`src/hw/cluster_pkg.sv`:
```
`default_nettype none

package cluster_pkg;

  localparam int NUM_LANES  = 4;
  localparam int TAG_W      = 4;
  localparam int FIFO_DEPTH = 8;  // Power of two
  localparam int PTR_W      = $clog2(FIFO_DEPTH);
  localparam int CNT_W      = PTR_W + 1;
  localparam int ADR_W      = 8;

  // Byte offsets of the register map
  localparam logic [ADR_W-1:0] ADDR_RS1      = 8'h00;
  localparam logic [ADR_W-1:0] ADDR_RS2      = 8'h04;
  localparam logic [ADR_W-1:0] ADDR_IMM      = 8'h08;
  localparam logic [ADR_W-1:0] ADDR_PC       = 8'h0C;
  localparam logic [ADR_W-1:0] ADDR_CMD      = 8'h10;
  localparam logic [ADR_W-1:0] ADDR_STATUS   = 8'h14;
  localparam logic [ADR_W-1:0] ADDR_RES_TAG  = 8'h18;
  localparam logic [ADR_W-1:0] ADDR_RES_DATA = 8'h1C;  // Read pops

  // Field positions
  localparam int CMD_SRC1_BIT  = 4;
  localparam int CMD_SRC2_BIT  = 5;
  localparam int CMD_TAG_LSB   = 8;
  localparam int STAT_BUSY_LSB = 8;
  localparam int RES_VALID_BIT = 31;

endpackage

`default_nettype wire

```
`src/hw/alu_pkg.sv`:
```
`default_nettype none

package alu_pkg;

  localparam int XLEN        = 32;
  localparam int OP_W        = 4;
  localparam int MUL_LATENCY = 4;  // Issue edge to done edge
  localparam int MUL_CNT_W   = $clog2(MUL_LATENCY);

  // Encoded opcodes, 15 is left unused
  typedef enum logic [OP_W-1:0] {
    ADD    = 4'd0,
    SUB    = 4'd1,
    SLL    = 4'd2,
    SRL    = 4'd3,
    SRA    = 4'd4,
    SLT    = 4'd5,
    SLTU   = 4'd6,
    OR     = 4'd7,
    XOR    = 4'd8,
    AND    = 4'd9,
    MUL    = 4'd10,
    MULH   = 4'd11,
    MULHU  = 4'd12,
    MULHSU = 4'd13,
    LINK   = 4'd14
  } alu_op_e;

  typedef enum logic {
    SRC1_REG = 1'b0,
    SRC1_PC  = 1'b1
  } src1_sel_e;

  typedef enum logic {
    SRC2_REG = 1'b0,
    SRC2_IMM = 1'b1
  } src2_sel_e;

endpackage

`default_nettype wire
```
`src/hw/result_collector.sv`:
```
`timescale 1ns/1ns
`default_nettype none

module result_collector (
  input  wire logic  clk_i,
  input  wire logic  rst_n_i,
  input  wire logic  [cluster_pkg::NUM_LANES-1:0]                    done_i,
  input  wire logic  [cluster_pkg::NUM_LANES*alu_pkg::XLEN-1:0]      result_i,
  input  wire logic  [cluster_pkg::NUM_LANES*cluster_pkg::TAG_W-1:0] tag_i,
  input  wire logic  pop_i,

  output logic       [cluster_pkg::NUM_LANES-1:0]                    grant_o,
  output logic       [alu_pkg::XLEN-1:0]                             res_data_o,
  output logic       [cluster_pkg::TAG_W-1:0]                        res_tag_o,
  output logic                                                       fifo_empty_o,
  output logic       [cluster_pkg::CNT_W-1:0]                        fifo_count_o
);

  import alu_pkg::*;
  import cluster_pkg::*;

  logic [XLEN-1:0]  data_mem [FIFO_DEPTH];
  logic [TAG_W-1:0] tag_mem  [FIFO_DEPTH];
  logic [PTR_W-1:0] wr_ptr;
  logic [PTR_W-1:0] rd_ptr;
  logic             full;
  logic             push;
  logic [XLEN-1:0]  push_data;
  logic [TAG_W-1:0] push_tag;

  assign full    = (fifo_count_o == CNT_W'(FIFO_DEPTH));
  assign grant_o = full ? '0 : (done_i & (~done_i + 1'b1));  // Lowest done lane
  assign push    = |grant_o;

  always_comb begin
    push_data = '0;
    push_tag  = '0;
    for (int i = 0; i < NUM_LANES; i++) begin
      if (grant_o[i]) begin
        push_data = result_i[i*XLEN +: XLEN];
        push_tag  = tag_i[i*TAG_W +: TAG_W];
      end
    end
  end

  always_ff @(posedge clk_i) begin
    if (!rst_n_i) begin
      wr_ptr       <= '0;
      rd_ptr       <= '0;
      fifo_count_o <= '0;
    end else begin
      if (push) wr_ptr <= wr_ptr + 1'b1;  // Wraps at depth
      if (pop_i) rd_ptr <= rd_ptr + 1'b1;
      fifo_count_o <= fifo_count_o + CNT_W'(push) - CNT_W'(pop_i);
    end
  end

  always_ff @(posedge clk_i) begin
    if (push) begin
      data_mem[wr_ptr] <= push_data;
      tag_mem[wr_ptr]  <= push_tag;
    end
  end

  assign res_data_o   = data_mem[rd_ptr];
  assign res_tag_o    = tag_mem[rd_ptr];
  assign fifo_empty_o = (fifo_count_o == '0);

  a_count_in_range: assert property (@(posedge clk_i) disable iff (!rst_n_i)
    fifo_count_o <= CNT_W'(FIFO_DEPTH));

  a_no_pop_empty: assert property (@(posedge clk_i) disable iff (!rst_n_i)
    pop_i |-> !fifo_empty_o);

endmodule

`default_nettype wire

```
`config.mk`:
```
export PLATFORM = sky130hd
export DESIGN_NAME = result_collector
export DESIGN_NICKNAME = d
export VERILOG_FILES = /design/src/hw/cluster_pkg.sv /design/src/hw/alu_pkg.sv /design/src/hw/result_collector.sv
export SDC_FILE = /design/constraint.sdc
export NUM_CORES = 1
export LEC_CHECK = 0
export BUFFER_PORTS_ARGS = -buffer_cell sky130_fd_sc_hd__buf_2
export CAP_MARGIN = 10
export CORE_MARGIN = 8
export CORE_UTILIZATION = 50
export CTS_CLUSTER_DIAMETER = 50
export DETAILED_ROUTE_END_ITERATION = 6
export PLACE_DENSITY_LB_ADDON = 0.25
export SLEW_MARGIN = 40
export SYNTH_ARGS = -nofsm -noshare
export SYNTH_HDL_FRONTEND = slang
export SYNTH_SLANG_ARGS = --single-unit
```
`constraint.sdc`:
```
create_clock -name clk_i -period 5.16 [get_ports clk_i]
set_input_delay 0.774 -clock clk_i [delete_from_list [all_inputs] [get_ports clk_i]]
set_output_delay 0.774 -clock clk_i [all_outputs]
set_load 0.1 [all_outputs]
```
==> metrics <==
Clock Skew approximately 0.0096 ns; Bufs on Longest Clock Path 3; Sw Share 37.4%; CTS clk-pin slew, worst paths ~0.06 ns; global placement routability congestion 0.737; clock latency on the worst-skew pair approximately 0.55 ns; worst reg2reg path startpoint fifo_count_o[2]; status finished, final reports clean; CP endpoint kind output port; Area Overhead vs Synth 18.8%; Synth Flop Type edfxtp_1; Die W around 180 um; critical path launch point type flip-flop; Avg Synthesized Cell Area about 18 um^2; crit path cell chain buf_4 > mux4_1 > mux2_2 > buf_2; DR iter-0 viols ~560; H-tree depth reported by CTS 1; kind of critical path reg2out; top-area cell type share of the netlist area approximately two thirds; Final Cycle Share approximately 73%; register bit total from synthesis about 300; R2R Path End data_mem[5][27]; HPWL Detailed 19100 um; initial antenna violation count 0; Die Y about 180 um; max-slew violation count 0; Mapped Cells 707; Reg power frac between 40% and 50%; fin crit period about 3.8 ns; gr ovfl total 0; CP max stage delay between 0.7 and 0.8 ns; area leader, netlist edfxtp_1; Routed Antenna Nets 0; via count between 7000 and 8000; CTS tree built; clock power share 25.0%; power per cell area ~550 mW/mm^2; worst-case reg-to-reg path depth 6; critical path's slowest cell dfxtp_4; Crit Path Max Fanout 31; DR pass1 iterations 5; P_sw roughly 3.2 mW; I/O pins 196; top achievable clock speed ~270 MHz; die area 0.0313 mm^2; worst min-delay path startpoint wr_ptr[0]; setup TNS 0 ns; Post-Syn Area ~0.013 mm^2; leakage power 5.49 nW; ANT cells 0; Hold EP wr_ptr[0]; Reg2Reg Setup Slack between 2 and 2.5 ns; HP Class reg2reg; Finish-stage setup viols 0; Max-slew headroom about 43%; postcts setup bufs 0; top cells by instance count after synthesis edfxtp_1 (288), mux4_1 (64), nor2_1 (45); Sinks on Clock Net between 300 and 400; largest net degree at the start of global routing between 40 and 50; post_cts resized 0; number of flops mapped to enable cells by yosys 288; Comb pwr share 33.7%; post-synthesis cell type count 36; Synth async-reset ratio 0%; Root Buffer clkbuf_16; hold_buf cts 0; GRT Util Overall about a fifth; Arrival @ worst endpoint roughly 3.0 ns; Worst Hold Depth 2; first-pass GRT wire length approximately 45000 um; DRC 0; total CTS buffers 30; Port Buffer Count 195; vias per inst just under 6; Pint about 5.3 mW; Net Count, Synth approximately 870; Synth area leaders edfxtp_1 (67%), mux4_1 (13%), mux2_2 (3.1%), o221ai_1 (2.4%), dfxtp_1 (2.0%); routed len/inst about 24 um; most common cell in the netlist edfxtp_1; Slew @ Worst Pin roughly 0.84 ns; vias in the first global route approximately 7800; fin nets between 1000 and 1500; yosys warns 0; Max IR drop VDD roughly 0.00067 V; Initial Utilization between 50 and 60%; share of layout cells above drive strength 1 36.1%; Max-cap violations 0; Final Hold Vio Count 0; RSZ-0062 raised after global routing no; Req. time, crit path around 4.4 ns; # rows a little under 60; Core Region about 0.026 mm^2; total wire length approximately 30000 um; Worst path top cell family by delay multiplexers; post-layout util about three fifths; crit path buf inv count 2; sequential area share after synthesis 68.8%; total chip power between 8 and 9 mW
## routing by layer
layer	GRT usage [%]	share of wire (%)	wire length [um]
met1	24.1	41	12500
met4	5.01	2.1	634
met5	0	0	0
met3	3.39	5.7	1720
met2	32.7	51	15400
## sequential cells by signal, summed over array words and instances (netlist names), named ones only
register / cells
data_mem: 256
tag_mem: 32
fifo_count_o: 4
rd_ptr: 3
wr_ptr: 3
## stage by stage
| stage | hold WS [ns] | setup WS (ns) | cell area, um^2 | instances |
|---|---|---|---|---|
| 6_report | 0.534 | 1.40 | 15400 | 1258 |
| 5_1_grt | 0.570 | 1.30 | 15400 | 1258 |
| 4_1_cts | 0.537 | 1.32 | 15300 | 1258 |
| 3_5_place_dp | 0.529 | 1.53 | 14300 | 1205 |
| 3_3_place_gp | 0.513 | 1.54 | 14300 | 1204 |
| 2_1_floorplan | 0.483 | 0.165 | 13000 | 707 |
## placed cells by master, fill, tap and decap left out, types with 2 or more instances in the layout
master / count
o221ai_1: 36
mux2i_1: 3
nor2b_1: 2
mux4_1: 64
or2b_1: 15
clkbuf_1: 4
dfxtp_1: 10
a21boi_0: 2
clkinv_2: 8
edfxtp_1: 288
nor2_4: 6
bufinv_16: 3
buf_2: 194
mux4_2: 8
ha_1: 8
a21oi_1: 37
xnor2_1: 2
inv_1: 7
o21ai_0: 2
mux2_2: 36
nand3_1: 3
or3b_4: 2
clkinv_1: 5
and2_1: 5
dfxtp_2: 2
buf_4: 16
nand2b_1: 25
nor3_2: 16
nor2_1: 39
nor3_1: 20
clkbuf_16: 31
nor3_4: 2
buf_12: 2
nand2_1: 5
## worst min-delay path, stage by stage (launching register included)
cell	delay, ns
dfxtp_1	0.33
o21ai_0	0.08
a21boi_0	0.08
## power by group through the flow
stage / registers [mW] / clock network (mW) / logic, mW
after CTS: 3.49 / 2.13 / 2.86
after global placement: 3.50 / 0 / 2.81
after detailed placement: 3.54 / 0 / 2.86
after global routing: 3.52 / 2.23 / 2.98
final: 3.48 / 2.11 / 2.84
after floorplan: 3.57 / 0 / 2.13
## area by class of cell
cell class              instances  area, um^2
multi-input cells             349        3920
repair buffers                213        1160
well taps                     335         419
clock buffers                  35         791
flip-flops and latches        301        8910
clock inverters                18         166
inverters                       7        26.3
fillers                      1924       10400
## how the worst max path moves through the flow
stage	start	to	slack, ns	cells after the start
after floorplan	fifo_count_o[2]	data_mem[1][0]	0.17	7
after global placement	done_i[1]	data_mem[7][8]	1.54	5
after detailed placement	done_i[0]	data_mem[2][26]	1.53	5
after CTS	flip-flop	res_tag_o[0]	1.32	4
after global routing	flip-flop	res_tag_o[0]	1.30	4
final	flip-flop	res_tag_o[0]	1.40	4
## kinds of logic after synthesis
kind of cell             after synthesis  synth area share (%)
adder cells (fa/ha/maj)                9                 0.927
XOR/XNOR                               3                 0.203
AO/OA/AOI/OAI                         78                  4.11
AND/OR/NAND/NOR                      148                  6.03
multiplexers                         111                  17.7
buffers and inverters                 57                  2.25
flip-flops                           301                  68.8
Power figures use the tool's default switching activity.
