File: src/hw/cluster_pkg.sv
`default_nettype none

package cluster_pkg;

  localparam int NUM_LANES  = 4;
  localparam int TAG_W      = 4;
  localparam int FIFO_DEPTH = 8;  // Power of two
  localparam int PTR_W      = $clog2(FIFO_DEPTH);
  localparam int CNT_W      = PTR_W + 1;
  localparam int ADR_W      = 8;

  // Byte offsets of the register map
  localparam logic [ADR_W-1:0] ADDR_RS1      = 8'h00;
  localparam logic [ADR_W-1:0] ADDR_RS2      = 8'h04;
  localparam logic [ADR_W-1:0] ADDR_IMM      = 8'h08;
  localparam logic [ADR_W-1:0] ADDR_PC       = 8'h0C;
  localparam logic [ADR_W-1:0] ADDR_CMD      = 8'h10;
  localparam logic [ADR_W-1:0] ADDR_STATUS   = 8'h14;
  localparam logic [ADR_W-1:0] ADDR_RES_TAG  = 8'h18;
  localparam logic [ADR_W-1:0] ADDR_RES_DATA = 8'h1C;  // Read pops

  // Field positions
  localparam int CMD_SRC1_BIT  = 4;
  localparam int CMD_SRC2_BIT  = 5;
  localparam int CMD_TAG_LSB   = 8;
  localparam int STAT_BUSY_LSB = 8;
  localparam int RES_VALID_BIT = 31;

endpackage

`default_nettype wire

File: src/hw/alu_pkg.sv
`default_nettype none

package alu_pkg;

  localparam int XLEN        = 32;
  localparam int OP_W        = 4;
  localparam int MUL_LATENCY = 4;  // Issue edge to done edge
  localparam int MUL_CNT_W   = $clog2(MUL_LATENCY);

  // Encoded opcodes, 15 is left unused
  typedef enum logic [OP_W-1:0] {
    ADD    = 4'd0,
    SUB    = 4'd1,
    SLL    = 4'd2,
    SRL    = 4'd3,
    SRA    = 4'd4,
    SLT    = 4'd5,
    SLTU   = 4'd6,
    OR     = 4'd7,
    XOR    = 4'd8,
    AND    = 4'd9,
    MUL    = 4'd10,
    MULH   = 4'd11,
    MULHU  = 4'd12,
    MULHSU = 4'd13,
    LINK   = 4'd14
  } alu_op_e;

  typedef enum logic {
    SRC1_REG = 1'b0,
    SRC1_PC  = 1'b1
  } src1_sel_e;

  typedef enum logic {
    SRC2_REG = 1'b0,
    SRC2_IMM = 1'b1
  } src2_sel_e;

endpackage

`default_nettype wire
File: src/hw/ex_lane.sv
`timescale 1ns/1ns
`default_nettype none

module ex_lane (
  input  wire logic                                clk_i,
  input  wire logic                                rst_n_i,
  input  wire logic                                issue_i,
  input  wire logic         [alu_pkg::XLEN-1:0]    rs1_i,
  input  wire logic         [alu_pkg::XLEN-1:0]    rs2_i,
  input  wire logic         [alu_pkg::XLEN-1:0]    imm_i,
  input  wire logic         [alu_pkg::XLEN-1:0]    pc_i,
  input  wire alu_pkg::alu_op_e                    op_i,
  input  wire alu_pkg::src1_sel_e                  src1_i,
  input  wire alu_pkg::src2_sel_e                  src2_i,
  input  wire logic         [cluster_pkg::TAG_W-1:0] tag_i,
  input  wire logic                                grant_i,

  output logic                                     busy_o,
  output logic                                     done_o,
  output logic              [alu_pkg::XLEN-1:0]    result_o,
  output logic              [cluster_pkg::TAG_W-1:0] tag_o
);

  import alu_pkg::*;
  import cluster_pkg::*;

  logic [XLEN-1:0]           rs1_q;
  logic [XLEN-1:0]           rs2_q;
  logic [XLEN-1:0]           imm_q;
  logic [XLEN-1:0]           pc_q;
  alu_op_e                   op_q;
  src1_sel_e                 src1_q;
  src2_sel_e                 src2_q;
  logic [MUL_CNT_W-1:0]      cnt_q;
  logic [XLEN-1:0]           alu_in1;
  logic [XLEN-1:0]           alu_in2;
  logic [XLEN-1:0]           lane_res;
  logic                      a_signed;
  logic                      b_signed;
  logic signed [XLEN:0]      mul_a;
  logic signed [XLEN:0]      mul_b;
  logic signed [2*XLEN-1:0]  product;
  logic [2*XLEN-1:0]         prod_q;

  function automatic logic is_mul_op(input alu_op_e op);
    return op inside {MUL, MULH, MULHU, MULHSU};
  endfunction

  assign alu_in1 = (src1_q == SRC1_PC) ? pc_q : rs1_q;
  assign alu_in2 = (src2_q == SRC2_IMM) ? imm_q : rs2_q;

  // One 33x33 signed multiplier covers all four forms
  assign a_signed = op_q inside {MUL, MULH, MULHSU};
  assign b_signed = op_q inside {MUL, MULH};
  assign mul_a    = {a_signed & alu_in1[XLEN-1], alu_in1};
  assign mul_b    = {b_signed & alu_in2[XLEN-1], alu_in2};
  assign product  = mul_a * mul_b;

  always_comb begin
    case (op_q)
      ADD:    lane_res = alu_in1 + alu_in2;
      SUB:    lane_res = alu_in1 - alu_in2;
      SLL:    lane_res = alu_in1 << alu_in2[4:0];
      SRL:    lane_res = alu_in1 >> alu_in2[4:0];
      SRA:    lane_res = $signed(alu_in1) >>> alu_in2[4:0];
      SLT:    lane_res = {{(XLEN-1){1'b0}}, $signed(alu_in1) < $signed(alu_in2)};
      SLTU:   lane_res = {{(XLEN-1){1'b0}}, alu_in1 < alu_in2};
      OR:     lane_res = alu_in1 | alu_in2;
      XOR:    lane_res = alu_in1 ^ alu_in2;
      AND:    lane_res = alu_in1 & alu_in2;
      MUL:    lane_res = prod_q[XLEN-1:0];
      MULH,
      MULHU,
      MULHSU: lane_res = prod_q[2*XLEN-1:XLEN];  // High half
      LINK:   lane_res = pc_q + XLEN'(4);
      default: lane_res = '0;
    endcase
  end

  always_ff @(posedge clk_i) begin
    if (!rst_n_i) begin
      busy_o <= 1'b0;
      done_o <= 1'b0;
      cnt_q  <= '0;
    end else if (issue_i) begin
      busy_o <= 1'b1;
      done_o <= 1'b0;
      cnt_q  <= is_mul_op(op_i) ? MUL_CNT_W'(MUL_LATENCY - 1) : '0;
    end else if (grant_i) begin
      busy_o <= 1'b0;
      done_o <= 1'b0;
    end else if (busy_o && !done_o) begin
      if (cnt_q == '0) done_o <= 1'b1;
      else cnt_q <= cnt_q - 1'b1;
    end
  end

  // Command latch, product pipeline and held result
  always_ff @(posedge clk_i) begin
    if (issue_i) begin
      rs1_q  <= rs1_i;
      rs2_q  <= rs2_i;
      imm_q  <= imm_i;
      pc_q   <= pc_i;
      op_q   <= op_i;
      src1_q <= src1_i;
      src2_q <= src2_i;
      tag_o  <= tag_i;
    end
    if (busy_o && !done_o) begin
      prod_q <= product;
      if (cnt_q == '0) result_o <= lane_res;
    end
  end

  a_no_issue_busy: assert property (@(posedge clk_i) disable iff (!rst_n_i)
    issue_i |-> !busy_o);

  a_grant_done: assert property (@(posedge clk_i) disable iff (!rst_n_i)
    grant_i |-> done_o);

endmodule

`default_nettype wire

File: config.mk
export PLATFORM = sky130hd
export DESIGN_NAME = ex_lane
export DESIGN_NICKNAME = d
export VERILOG_FILES = /design/src/hw/cluster_pkg.sv /design/src/hw/alu_pkg.sv /design/src/hw/ex_lane.sv
export SDC_FILE = /design/constraint.sdc
export NUM_CORES = 2
export LEC_CHECK = 0
export BUFFER_PORTS_ARGS = -buffer_cell sky130_fd_sc_hd__buf_2
export CORE_ASPECT_RATIO = 2
export CORE_UTILIZATION = 40
export CTS_BUF_LIST = sky130_fd_sc_hd__clkbuf_16
export CTS_CLUSTER_DIAMETER = 60
export DETAILED_ROUTE_END_ITERATION = 8
export SKIP_LAST_GASP = 1
export SYNTH_ARGS = -nofsm -noshare
export SYNTH_HDL_FRONTEND = slang
export SYNTH_SLANG_ARGS = --single-unit
File: constraint.sdc
create_clock -name clk_i -period 28.7 [get_ports clk_i]
set_clock_uncertainty 0.15 [all_clocks]
set_input_delay 5.74 -clock clk_i [delete_from_list [all_inputs] [get_ports clk_i]]
set_output_delay 5.74 -clock clk_i [all_outputs]
set_load 0.02 [all_outputs]
==> run_results.csv <==
group,metric,value,unit
floorplan,die_area,138400,um^2
sta,fmax,88.37,MHz
sta,relSlewSlack,1.092,%
routing,drtAntennaViolNets,0,
clock_network,clkTransAtPathRegs,0.06,ns
clock_network,clkLatencyLatePin,0.60,ns
clock_network,clock_path_buffers,3,
grt,grt_max_degree,74,
routing,drt_iter0_markers,4384,
yosys,synth_area,54740,um^2
grt,grt_first_pass_wirelength,357800,um
min_path,hold_end,"done_o$_SDFFE_PP0P_",
placed_design,place_congestion,1.028,
yosys,synth_edf_count,234,
layout,fin_cells,7829,
yosys,yosys-top-cells-area,"fa_1 41%, edfxtp_1 13%, inv_1 8.4%, ha_1 7.1%, nand2_1 6.1%",
sta,rsz0062_at_grt,"no",
grt,grt_antenna_before_repair,21,
floorplan,core_area,135500,um^2
clock_network,clk_root_buffer_cell,"clkbuf_16",
placed_design,port_buffers,179,
clock_network,cts_sinks,238,
yosys,yosys_warnings,0,
worst_setup_path,rrSetupSlack,17.38,ns
flow_run,cap_viol_max_count,1,
worst_setup_path,r2r_cells,26,
floorplan,die_h,525.2,um
layout,multiInputGateArea,41820,um^2
worst_setup_path,critPathArrivalTime,11.48,ns
floorplan,die_x,263.6,um
worst_setup_path,r2r_start,"src1_q$_DFFE_PP_",
worst_setup_path,cp-start-kind,"register",
worst_setup_path,crit_path_max_incr_delay,0.98,ns
layout,regArea,7107,um^2
run_status,outcome,"complete, but fails checks",
clock_network,cts_buffers,37,
sta,setup_viol_count_final,0,
yosys,synth_top_cell_by_area,"fa_1",
sta,fin_crit,11.32,ns
min_path,holdCritPathClass,"reg -> reg",
routing,wl,254500,um
yosys,synth_flop_cell,"edfxtp_1",
yosys,syn_nets,7582,
yosys,syn-instance-count,6002,
yosys,synth_most_common_cell,"inv_1",
sta,fin_crit_sh,39.43,%
worst_setup_path,cp_max_fo,32,
clock_network,cts-resized-gates,0,
run_status,violations,"capacitance limit",
floorplan,rows,191,
yosys,yosysSeqAreaShare,12.98,%
worst_setup_path,critPathKind,"reg -> reg",
yosys,yosysUniqueCellTypes,89,
layout,drive_gt1_share,8.605,%
worst_setup_path,cp-end-kind,"register",
yosys,synth_common_cells,"1226 x inv_1, 1127 x fa_1, 885 x nand2_1",
worst_setup_path,critPathLaunch,"src1_q$_DFFE_PP_",
clock_network,cts_tree,"done",
yosys,syn_avg_cell_area,9.120,um^2
sta,whs,0.4126,ns
routing,num_vias,46520,
yosys,ys_ff_latch,238,
layout,fillCellCount,13260,
layout,design_area,59230,um^2
floorplan,start_util,40.40,%
grt,overflow,0,
worst_setup_path,r2r-end,"prod_q[61]$_DFFE_PP_",
clock_network,h-tree-depth,2,
yosys,async_flop_share,0,%
routing,drtPass1Iterations,8,
sta,hold_viol,0,
sta,tightest_slew,1.464,ns
worst_setup_path,crit_required,28.86,ns
placed_design,dp_hpwl,197300,um
floorplan,num_io_pins,180,
routing,route.detailed.drc,0,
min_path,hold-path-cell-count,2,
clock_network,postCtsSetupRepairBufs,0,
sta,tns,0,ns
placed_design,dpl.cell_count,7749,
grt,grt_pass1_vias,49870,
min_path,min_from,"done_o$_SDFFE_PP0P_",
yosys,synth_top_area_share,41.22,%
grt,grt_usage,37.10,%
routing,routed_via_density,5.941,
clock_network,postCtsHoldBufs,0,
layout,syn2layout_area_growth,8.197,%
placed_design,place_area,57900,um^2
routing,routedWlPerCell,32.50,um
worst_setup_path,crit_slowest_cell,"fa_1",
layout,nets,7631,
sta,drv_slew,0,
through the flow:
step / util (%) / worst slack, ns
finish: 43.71 / 17.38
global route: 43.70 / 16.91
CTS: 43.68 / 17.39
detailed placement: 42.73 / 17.44
global placement: 42.73 / 17.60
floorplan: - / 19.09
kinds of logic (layout without fill, tap and decap cells):
kind of cell / count (synthesis) / after routing / synth area share [%]
AND/OR/NAND/NOR: 1720 / 1720 / 12.95
other: 0 / 14 / 0
AO/OA/AOI/OAI: 732 / 732 / 9.020
XOR/XNOR: 102 / 102 / 1.632
adder cells (fa/ha/maj): 1438 / 1438 / 48.33
buffers and inverters: 1586 / 1662 / 11.02
multiplexers: 186 / 186 / 4.069
flip-flops: 238 / 238 / 12.98
worst max-delay path by stage:
stage | endpoint | slack (ns)
detailed placement | prod_q[61]$_DFFE_PP_ | 17.44
global route | prod_q[61]$_DFFE_PP_ | 16.91
CTS | prod_q[61]$_DFFE_PP_ | 17.39
floorplan | prod_q[61]$_DFFE_PP_ | 19.09
finish | prod_q[61]$_DFFE_PP_ | 17.38
global placement | prod_q[61]$_DFFE_PP_ | 17.60
worst max-delay path, delay by kind of cell (launching register included):
family                     cells  cell delay [ns]
DFF                            1             0.32
buffers and inverters          9             2.21
adders and majority gates      9             5.18
muxes                          1             0.89
AOI/OAI and AO/OA              1             0.37
and+or+nand+nor                5             1.73
xor gates and xnor gates       1             0.11
placed cells by master, fill, tap and decap left out, types with 69 or more instances in the layout:
cell | netlist | routed
xnor2_1 | 69 | 69
ha_1 | 311 | 311
fa_1 | 1127 | 1127
buf_4 | 1 | 146
o21ai_0 | 129 | 129
mux2i_1 | 144 | 121
nand2_1 | 885 | 884
buf_2 | 14 | 178
a21oi_1 | 176 | 176
inv_1 | 1226 | 1225
edfxtp_1 | 234 | 234
nor2_1 | 550 | 550
per-layer routing:
metal	up-vias	track usage, %	share of wire [%]
met5	-	0	0.025
met4	10	39.05	13
met3	1197	7.000	7.3
met2	2667	63.81	50
met1	23830	35.99	30
li1	18810	-	-
sequential cells by signal, summed over array words and instances, names as in the netlist:
| register | count |
|---|---|
| prod_q | 64 |
| cnt_q | 2 |
| src1_q | 1 |
| rs1_q | 32 |
| tag_o | 4 |
| imm_q | 32 |
| src2_q | 1 |
| pc_q | 32 |
| result_o | 32 |
| done_o | 1 |
| op_q | 4 |
| rs2_q | 32 |
| busy_o | 1 |
layout make-up:
| cell class | instances | area share, % |
|---|---|---|
| clock buffer | 38 | 1.606 |
| clock inverter | 28 | 0.5725 |
| inverter | 1270 | 8.072 |
| tap | 1737 | 3.670 |
| timing repair buffer | 326 | 3.408 |
| antenna | 14 | 0.05915 |
| multi-input combinational | 4178 | 70.61 |
| sequential | 238 | 12.00 |
Power is left out: the tool's default activity adds up to more than one toggle a clock period on the data nets, which glitch-free logic cannot reach.
