## src/hw/cluster_pkg.sv

```systemverilog
`default_nettype none

package cluster_pkg;

  localparam int NUM_LANES  = 4;
  localparam int TAG_W      = 4;
  localparam int FIFO_DEPTH = 8;  // Power of two
  localparam int PTR_W      = $clog2(FIFO_DEPTH);
  localparam int CNT_W      = PTR_W + 1;
  localparam int ADR_W      = 8;

  // Byte offsets of the register map
  localparam logic [ADR_W-1:0] ADDR_RS1      = 8'h00;
  localparam logic [ADR_W-1:0] ADDR_RS2      = 8'h04;
  localparam logic [ADR_W-1:0] ADDR_IMM      = 8'h08;
  localparam logic [ADR_W-1:0] ADDR_PC       = 8'h0C;
  localparam logic [ADR_W-1:0] ADDR_CMD      = 8'h10;
  localparam logic [ADR_W-1:0] ADDR_STATUS   = 8'h14;
  localparam logic [ADR_W-1:0] ADDR_RES_TAG  = 8'h18;
  localparam logic [ADR_W-1:0] ADDR_RES_DATA = 8'h1C;  // Read pops

  // Field positions
  localparam int CMD_SRC1_BIT  = 4;
  localparam int CMD_SRC2_BIT  = 5;
  localparam int CMD_TAG_LSB   = 8;
  localparam int STAT_BUSY_LSB = 8;
  localparam int RES_VALID_BIT = 31;

endpackage

`default_nettype wire

```

## src/hw/alu_pkg.sv

```systemverilog
`default_nettype none

package alu_pkg;

  localparam int XLEN        = 32;
  localparam int OP_W        = 4;
  localparam int MUL_LATENCY = 4;  // Issue edge to done edge
  localparam int MUL_CNT_W   = $clog2(MUL_LATENCY);

  // Encoded opcodes, 15 is left unused
  typedef enum logic [OP_W-1:0] {
    ADD    = 4'd0,
    SUB    = 4'd1,
    SLL    = 4'd2,
    SRL    = 4'd3,
    SRA    = 4'd4,
    SLT    = 4'd5,
    SLTU   = 4'd6,
    OR     = 4'd7,
    XOR    = 4'd8,
    AND    = 4'd9,
    MUL    = 4'd10,
    MULH   = 4'd11,
    MULHU  = 4'd12,
    MULHSU = 4'd13,
    LINK   = 4'd14
  } alu_op_e;

  typedef enum logic {
    SRC1_REG = 1'b0,
    SRC1_PC  = 1'b1
  } src1_sel_e;

  typedef enum logic {
    SRC2_REG = 1'b0,
    SRC2_IMM = 1'b1
  } src2_sel_e;

endpackage

`default_nettype wire
```

## src/hw/wb_cmd_regs.sv

```systemverilog
`timescale 1ns/1ns
`default_nettype none

module wb_cmd_regs (
  input  wire logic                                      clk_i,
  input  wire logic                                      rst_n_i,
  input  wire logic                                      wb_cyc_i,
  input  wire logic                                      wb_stb_i,
  input  wire logic                                      wb_we_i,
  input  wire logic           [cluster_pkg::ADR_W-1:0]   wb_adr_i,
  input  wire logic           [alu_pkg::XLEN-1:0]        wb_dat_i,
  input  wire logic           [cluster_pkg::NUM_LANES-1:0] lane_busy_i,
  input  wire logic           [cluster_pkg::CNT_W-1:0]   fifo_count_i,
  input  wire logic           [alu_pkg::XLEN-1:0]        res_data_i,
  input  wire logic           [cluster_pkg::TAG_W-1:0]   res_tag_i,
  input  wire logic                                      fifo_empty_i,

  output logic                [alu_pkg::XLEN-1:0]        wb_dat_o,
  output logic                                           wb_ack_o,
  output logic                [cluster_pkg::NUM_LANES-1:0] issue_o,
  output logic                [alu_pkg::XLEN-1:0]        rs1_o,
  output logic                [alu_pkg::XLEN-1:0]        rs2_o,
  output logic                [alu_pkg::XLEN-1:0]        imm_o,
  output logic                [alu_pkg::XLEN-1:0]        pc_o,
  output alu_pkg::alu_op_e                               op_o,
  output alu_pkg::src1_sel_e                             src1_o,
  output alu_pkg::src2_sel_e                             src2_o,
  output logic                [cluster_pkg::TAG_W-1:0]   tag_o,
  output logic                                           pop_o
);

  import alu_pkg::*;
  import cluster_pkg::*;

  logic                 req;
  logic                 cmd_wr;
  logic                 go;
  logic [NUM_LANES-1:0] free_lanes;
  logic [NUM_LANES-1:0] pick;
  logic [XLEN-1:0]      rd_data;

  assign req        = wb_cyc_i & wb_stb_i & ~wb_ack_o;
  assign cmd_wr     = wb_we_i & (wb_adr_i == ADDR_CMD);
  assign free_lanes = ~lane_busy_i & ~issue_o;  // Lane in flight not yet busy
  assign pick       = free_lanes & (~free_lanes + 1'b1);

  // CMD writes wait for a free lane
  assign go    = req & (~cmd_wr | (|free_lanes));
  assign pop_o = go & ~wb_we_i & (wb_adr_i == ADDR_RES_DATA) & ~fifo_empty_i;

  always_comb begin
    rd_data = '0;
    case (wb_adr_i)
      ADDR_RS1: rd_data = rs1_o;
      ADDR_RS2: rd_data = rs2_o;
      ADDR_IMM: rd_data = imm_o;
      ADDR_PC:  rd_data = pc_o;
      ADDR_STATUS: begin
        rd_data[CNT_W-1:0]                  = fifo_count_i;
        rd_data[STAT_BUSY_LSB +: NUM_LANES] = lane_busy_i;
      end
      ADDR_RES_TAG: begin
        rd_data[RES_VALID_BIT] = ~fifo_empty_i;
        rd_data[TAG_W-1:0]     = res_tag_i;
      end
      ADDR_RES_DATA: begin
        if (!fifo_empty_i) rd_data = res_data_i;  // Empty FIFO reads zero
      end
      default: rd_data = '0;
    endcase
  end

  always_ff @(posedge clk_i) begin
    if (!rst_n_i) begin
      wb_ack_o <= 1'b0;
      issue_o  <= '0;
    end else begin
      wb_ack_o <= go;
      issue_o  <= (go && cmd_wr) ? pick : '0;
    end
  end

  always_ff @(posedge clk_i) begin
    if (go && wb_we_i) begin
      case (wb_adr_i)
        ADDR_RS1: rs1_o <= wb_dat_i;
        ADDR_RS2: rs2_o <= wb_dat_i;
        ADDR_IMM: imm_o <= wb_dat_i;
        ADDR_PC:  pc_o  <= wb_dat_i;
        ADDR_CMD: begin
          op_o   <= alu_op_e'(wb_dat_i[OP_W-1:0]);
          src1_o <= src1_sel_e'(wb_dat_i[CMD_SRC1_BIT]);
          src2_o <= src2_sel_e'(wb_dat_i[CMD_SRC2_BIT]);
          tag_o  <= wb_dat_i[CMD_TAG_LSB +: TAG_W];
        end
        default: ;
      endcase
    end
    if (go && !wb_we_i) wb_dat_o <= rd_data;
  end

  a_ack_with_stb: assert property (@(posedge clk_i) disable iff (!rst_n_i)
    wb_ack_o |-> wb_stb_i);

  a_issue_idle_onehot: assert property (@(posedge clk_i) disable iff (!rst_n_i)
    $onehot0(issue_o) && ((issue_o & lane_busy_i) == '0));

endmodule

`default_nettype wire

```

## config.mk

```make
export PLATFORM = sky130hd
export DESIGN_NAME = wb_cmd_regs
export DESIGN_NICKNAME = d
export VERILOG_FILES = /design/src/hw/cluster_pkg.sv /design/src/hw/alu_pkg.sv /design/src/hw/wb_cmd_regs.sv
export SDC_FILE = /design/constraint.sdc
export NUM_CORES = 1
export LEC_CHECK = 0
export BUFFER_PORTS_ARGS = -buffer_cell sky130_fd_sc_hd__buf_4
export CAP_MARGIN = 20
export CORE_UTILIZATION = 35
export CTS_CLUSTER_SIZE = 8
export DETAILED_ROUTE_END_ITERATION = 6
export HOLD_SLACK_MARGIN = 0.06
export MAX_ROUTING_LAYER = met4
export PLACE_DENSITY_LB_ADDON = 0.3
export SKIP_CTS_REPAIR_TIMING = 1
export SYNTH_ARGS = -nofsm -noshare
export SYNTH_HDL_FRONTEND = slang
export SYNTH_SLANG_ARGS = --single-unit
```

## constraint.sdc

```tcl
create_clock -name clk_i -period 4.8 [get_ports clk_i]
set_input_delay 0.48 -clock clk_i [delete_from_list [all_inputs] [get_ports clk_i]]
set_output_delay 0.48 -clock clk_i [all_outputs]
set_load 0.01 [all_outputs]
```

==> results of run 1 <==
-- where the power goes --
group | leakage, uW | switching (uW) | internal [uW] | total, uW
Combinational | 0.00187 | 88.5 | 83.3 | 172
Clock | 0.000296 | 596 | 827 | 1420
Sequential | 0.00154 | 3.34 | 1680 | 1690
Total | 0.00370 | 688 | 2590 | 3280
-- cell families after synthesis --
kind of cell | after synthesis | synth area share [%]
flip-flops | 175 | 77.4
AO/OA/AOI/OAI | 107 | 10.0
AND/OR/NAND/NOR | 76 | 5.94
multiplexers | 33 | 5.02
buffers and inverters | 23 | 1.62
-- final timing paths --
check / from / to / slack [ps]
setup / recovery: wb_adr_i[3] / pop_o / 2170
hold / removal: lane_busy_i[1] / issue_o[1] / 240
setup reg to reg: wb_ack_o / pc_o[16] / 2700
hold reg to reg: issue_o[3] / issue_o[3] / 470
-- registers in the layout (all words and copies together) (netlist names), 4 cells and up --
name	count
imm_o	32
pc_o	32
rs1_o	32
rs2_o	32
wb_dat_o	32
issue_o	4
op_o	4
tag_o	4
-- final cells by class --
class	count	area share, %
tap	234	3.03
inverter	2	0.0777
multi-input combinational	216	15.0
sequential	175	53.9
clock buffer	17	4.40
timing repair buffer	276	21.7
clock inverter	15	1.90
-- per-stage QoR --
step | cells | util (%) | worst slack [ps] | hold WS [ps] | total power, uW
2_1_floorplan | 414 | - | 140 | 487 | 1780
3_3_place_gp | 901 | 48.0 | 2020 | 436 | 1880
3_5_place_dp | 901 | 48.0 | 1910 | 448 | 1890
4_1_cts | 933 | 51.3 | 2190 | 216 | 3300
5_1_grt | 935 | 51.5 | 2100 | 223 | 3370
6_report | 935 | 51.5 | 2170 | 239 | 3280
-- per-layer routing --
metal | track usage, % | part of all wire [%] | vias to the layer above
li1 | - | - | 2187
met1 | 24.6 | 41 | 2334
met2 | 34.9 | 51 | 218
met3 | 4.62 | 6.4 | 31
met4 | 8.64 | 2.3 | 0
met5 | - | 0 | -
-- cells in the mapped netlist, drive strengths merged (3+ instances only) --
library cell    n
buf            13
nor2           33
a21o            4
edfxtp        170
o21ai          27
dfxtp           5
mux2i          27
a21oi          27
clkbuf          8
mux2            6
nor2b           3
o22ai           5
nand2          14
a22oi          35
nor4            5
nand3           4
nor3            5
==> metrics.md, run 1 <==
| Metric | Value |
|---|---|
| Outcome | `finished clean` |
| Synthesized area | `6720 sq um` |
| Die extent in x | `141 um` |
| Max Root-Sink Buffers | `2` |
| Yosys cell types | `40` |
| Detailed Route WL | `20100 um` |
| Filler Cell Count | `1569` |
| # rows | `50` |
| Crit. End Element | `output port` |
| Area leader, netlist | `edfxtp_1` |
| Fin area | `9670 sq um` |
| Worst EP arrival | `2150 ps` |
| First-pass GRT wire length | `29100 um` |
| CP Max Fanout | `33` |
| Most frequent cells in the layout | `buf_4, edfxtp_1, a22oi_1` |
| First-pass DRT Iterations | `5` |
| Worst skew pair latency | `420 ps` |
| Synthesized net count | `504` |
| # nets final | `778` |
| Post-synth EDFFs | `170` |
| Final hold vios | `0` |
| Post-synth top area share | `75.9%` |
| Clock Sinks | `175` |
| Worst Reg-to-Reg Cells | `3` |
| Worst path depth | `5` |
| Fin crit period | `2630 ps` |
| CTS tree | `built` |
| CTS root buf | `clkbuf_16` |
| Layout cells sized above 1 | `46.8%` |
| CTS clk-pin slew, worst paths | `70 ps` |
| Largest net degree at the start of global routing | `34` |
| Global route total overflow | `0` |
| Final Max Slew Viols | `0` |
| Final period util | `54.7%` |
| Synthesis-stage register bit count | `175` |
| Worst vdd ir | `0.000236 V` |
| Vias per inst | `5.10` |
| Io pins | `266` |
| P&R area growth vs syn | `43.7%` |
| Max-cap viol count | `0` |
| Antenna violations before repair | `0` |
| Critical Path Start Type | `input port` |
| Most used cell along the critical path | `buf_4` |
| Mapped Cells | `414` |
| Ys Warns | `0` |
| CTS buffer count | `17` |
| Die ar. | `19800 sq um` |
| Placer Congestion | `0.850` |
| Rel. slew slack | `28.7%` |
| Vias in the first global route | `5030` |
| Tightest Hold Check Type | `in2reg` |
| DRC Markers | `0` |
| Synth area leaders | `edfxtp_1, mux2i_1, a22oi_1, a21oi_1, o21ai_0` |
| Vias | `4770` |
| FF/Latch Area | `5200 sq um` |
| Worst Path Required | `4320 ps` |
| Async SR Flop Fraction | `0%` |
| Overall routing resource usage | `20.9%` |
| N_diodes | `0` |
| Avg WL per Cell | `21.4 um` |
| Buf/Inv on CP | `2` |
| Worst Path Class, Setup | `in2out` |
| Post-Route Skew | `10.3 ps` |
| Antenna viol nets, final | `0` |
| I/O Buffers | `265` |
| RSZ-0062 raised after global routing | `no` |
| Seq/Total Area, Yosys | `77.4%` |
| Slowest library cell on the worst path | `buf_4` |
| Ratio of total power to cell area | `339 nW/um^2` |
| F_max | `381 MHz` |
| CP max stage delay | `470 ps` |
| Crit path cell chain | `buf_4 -> nor3b_2 -> and3_2 -> and2_1 -> buf_4` |
| Commonest non-fill, non-tap cell in the layout | `buf_4` |
| Area of the multi-input gates | `1450 sq um` |
| Number of DRC markers in iteration 0 | `255` |
| Lkg Pwr | `0.00370 uW` |
| Hpwl dp | `13900 um` |
| Hold path cells | `2` |
| Kind of cell adding the most delay to the critical path | `simple AND/OR/NAND/NOR gates` |
| Dpl cell area | `9010 sq um` |
| Initial Util | `35.8%` |
| H-Tree Level Count | `4` |
| Die H | `141 um` |
| Most used DFF post-synth | `edfxtp_1` |
| Core footprint | `18800 sq um` |
| Mapped Avg Cell Area | `16.2 sq um` |
| # setup viols final | `0` |
| Setup tns final | `0 ps` |
| Worst-margin pin slew | `1070 ps` |
Note: power is estimated with default switching activity, not from simulation.
==> run 2, diff against run 1 <==
- clock period: 4.8 -> 2.4 ns (I/O delays scaled with it)
==> metrics.md, run 2 (synthesis results as in run 1) <==
| Metric | Value |
|---|---|
| Worst reg2reg path startpoint | `wb_ack_o` |
| Tightest Hold Check Type | `in2reg` |
| Worst Path Required | `2160 ps` |
| Crit. End Element | `output port` |
| Final hold vios | `0` |
| Worst vdd ir | `0.000467 V` |
| Vias per inst | `5.10` |
| Total power | `6470 uW` |
| Worst setup path endpoint | `pop_o` |
| Slowest library cell on the worst path | `dlygate4sd3_1` |
| Detailed Route WL | `20800 um` |
| # rows | `50` |
| DRC Markers | `0` |
| Placer Congestion | `0.894` |
| Die extent in x | `141 um` |
| Vias in the first global route | `4905` |
| CP startpoint | `wb_we_i` |
| First-pass GRT wire length | `29400 um` |
| Antenna violations before repair | `0` |
| Layout cells sized above 1 | `44.3%` |
| Worst hold margin | `88.9 ps` |
| Avg WL per Cell | `21.3 um` |
| Critical Path Start Type | `input port` |
| Largest net degree at the start of global routing | `33` |
| CP max stage delay | `540 ps` |
| Global route total overflow | `0` |
| CP Max Fanout | `21` |
| First-pass DRT Iterations | `5` |
| CTS buffer count | `17` |
| Vias | `4996` |
| RSZ-0062 raised after global routing | `no` |
| Final WS setup | `214 ps` |
| Overall routing resource usage | `21.3%` |
| CTS root buf | `clkbuf_16` |
| Rel. slew slack | `57.1%` |
| Max-cap viol count | `0` |
| Crit path cell chain | `dlygate4sd3_1 -> buf_4 -> nor3_4 -> buf_12 -> and2_1 -> buf_4` |
| Worst Path Class, Setup | `in2out` |
| Commonest non-fill, non-tap cell in the layout | `buf_4` |
| I/O Buffers | `265` |
| Worst Reg-to-Reg Cells | `4` |
| Fin crit period | `2190 ps` |
| Clock Sinks | `175` |
| H-Tree Level Count | `4` |
| P&R area growth vs syn | `50.5%` |
| Place WS | `330 ps` |
| Final core occ | `53.9%` |
| Most frequent cells in the layout | `buf_4, edfxtp_1, dlygate4sd3_1` |
| Initial Util | `35.8%` |
| Die H | `141 um` |
| Worst-margin pin slew | `641 ps` |
| CTS tree | `built` |
| Reg2reg setup slack | `620 ps` |
| Max Root-Sink Buffers | `2` |
| Die ar. | `19800 sq um` |
| Core footprint | `18800 sq um` |
| Final Max Slew Viols | `0` |
| Lkg Pwr | `0.00390 uW` |
| Hpwl dp | `14400 um` |
| Most used cell along the critical path | `buf_4` |
| Final period util | `91.1%` |
| Io pins | `266` |
| Post-Route Skew | `7.55 ps` |
| Ratio of total power to cell area | `639 nW/um^2` |
| Worst skew pair latency | `420 ps` |
| CTS clk-pin slew, worst paths | `70 ps` |
| Number of DRC markers in iteration 0 | `251` |
| Antenna viol nets, final | `0` |
| # setup viols final | `0` |
| Outcome | `finished clean` |
| Worst EP arrival | `1950 ps` |
| Crit Reg-Reg Endpoint | `imm_o[13]` |
| N_diodes | `0` |
| # nets final | `822` |
| Worst Hold Launch | `res_data_i[9]` |
| F_max | `457 MHz` |
run 2: cell count changes in the layout (fill, tap and decap cells not counted), moves of 2 or more:
cell	previous run	this run
clkinv_4	3	1
nor4_2	2	0
buf_4	274	276
dlygate4sd3_1	0	38
clkinv_1	1	3
buf_12	0	6
nor4_4	1	3
clkbuf_1	0	2
run 2: how the worst min path moves through the flow:
stage / slack, ps / cells past startpoint / end
after floorplan: 310 / 1 / issue_o[2]
after global placement: 430 / 2 / issue_o[2]
after CTS: -20 / 2 / issue_o[2]
after global routing: 60 / 2 / wb_dat_o[10]
final: 90 / 2 / wb_dat_o[9]
after detailed placement: 440 / 2 / issue_o[2]
run 2: critical path, delay by kind of cell:
kind	cells	cell delay [ps]
simple gates	2	620
buf+inv	4	1070
run 2: report_power, final:
group          switching [uW]  internal [uW]
clock network            1150           1540
logic                     193            215
registers                8.83           3360
run 2: cell type report:
cell class                      count  area (sq um)
Clock inverter                     13           136
Tap cell                          234           293
Sequential cell                   175          5200
Timing Repair Buffer              320          2570
Inverter                            2          7.51
Multi-Input combinational cell    216          1480
Fill cell                        1541          8650
Clock buffer                       19           433
run 2: routing by layer:
layer,vias to the layer above,part of all wire (%),GRT usage (%)
met3,20,5.6,4.79
met2,207,52,35.8
met1,2492,40,25.1
met5,-,0,-
met4,0,1.6,7.72
li1,2277,-,-
run 2: per-stage QoR:
| stage | area (sq um) | std cells | TNS [ps] |
|---|---|---|---|
| 5_1_grt | 10100 | 979 | 0 |
| 4_1_cts | 9740 | 941 | 0 |
| 6_report | 10100 | 979 | 0 |
| 2_1_floorplan | 6760 | 414 | -16940 |
| 3_3_place_gp | 9170 | 909 | 0 |
| 3_5_place_dp | 9170 | 909 | 0 |
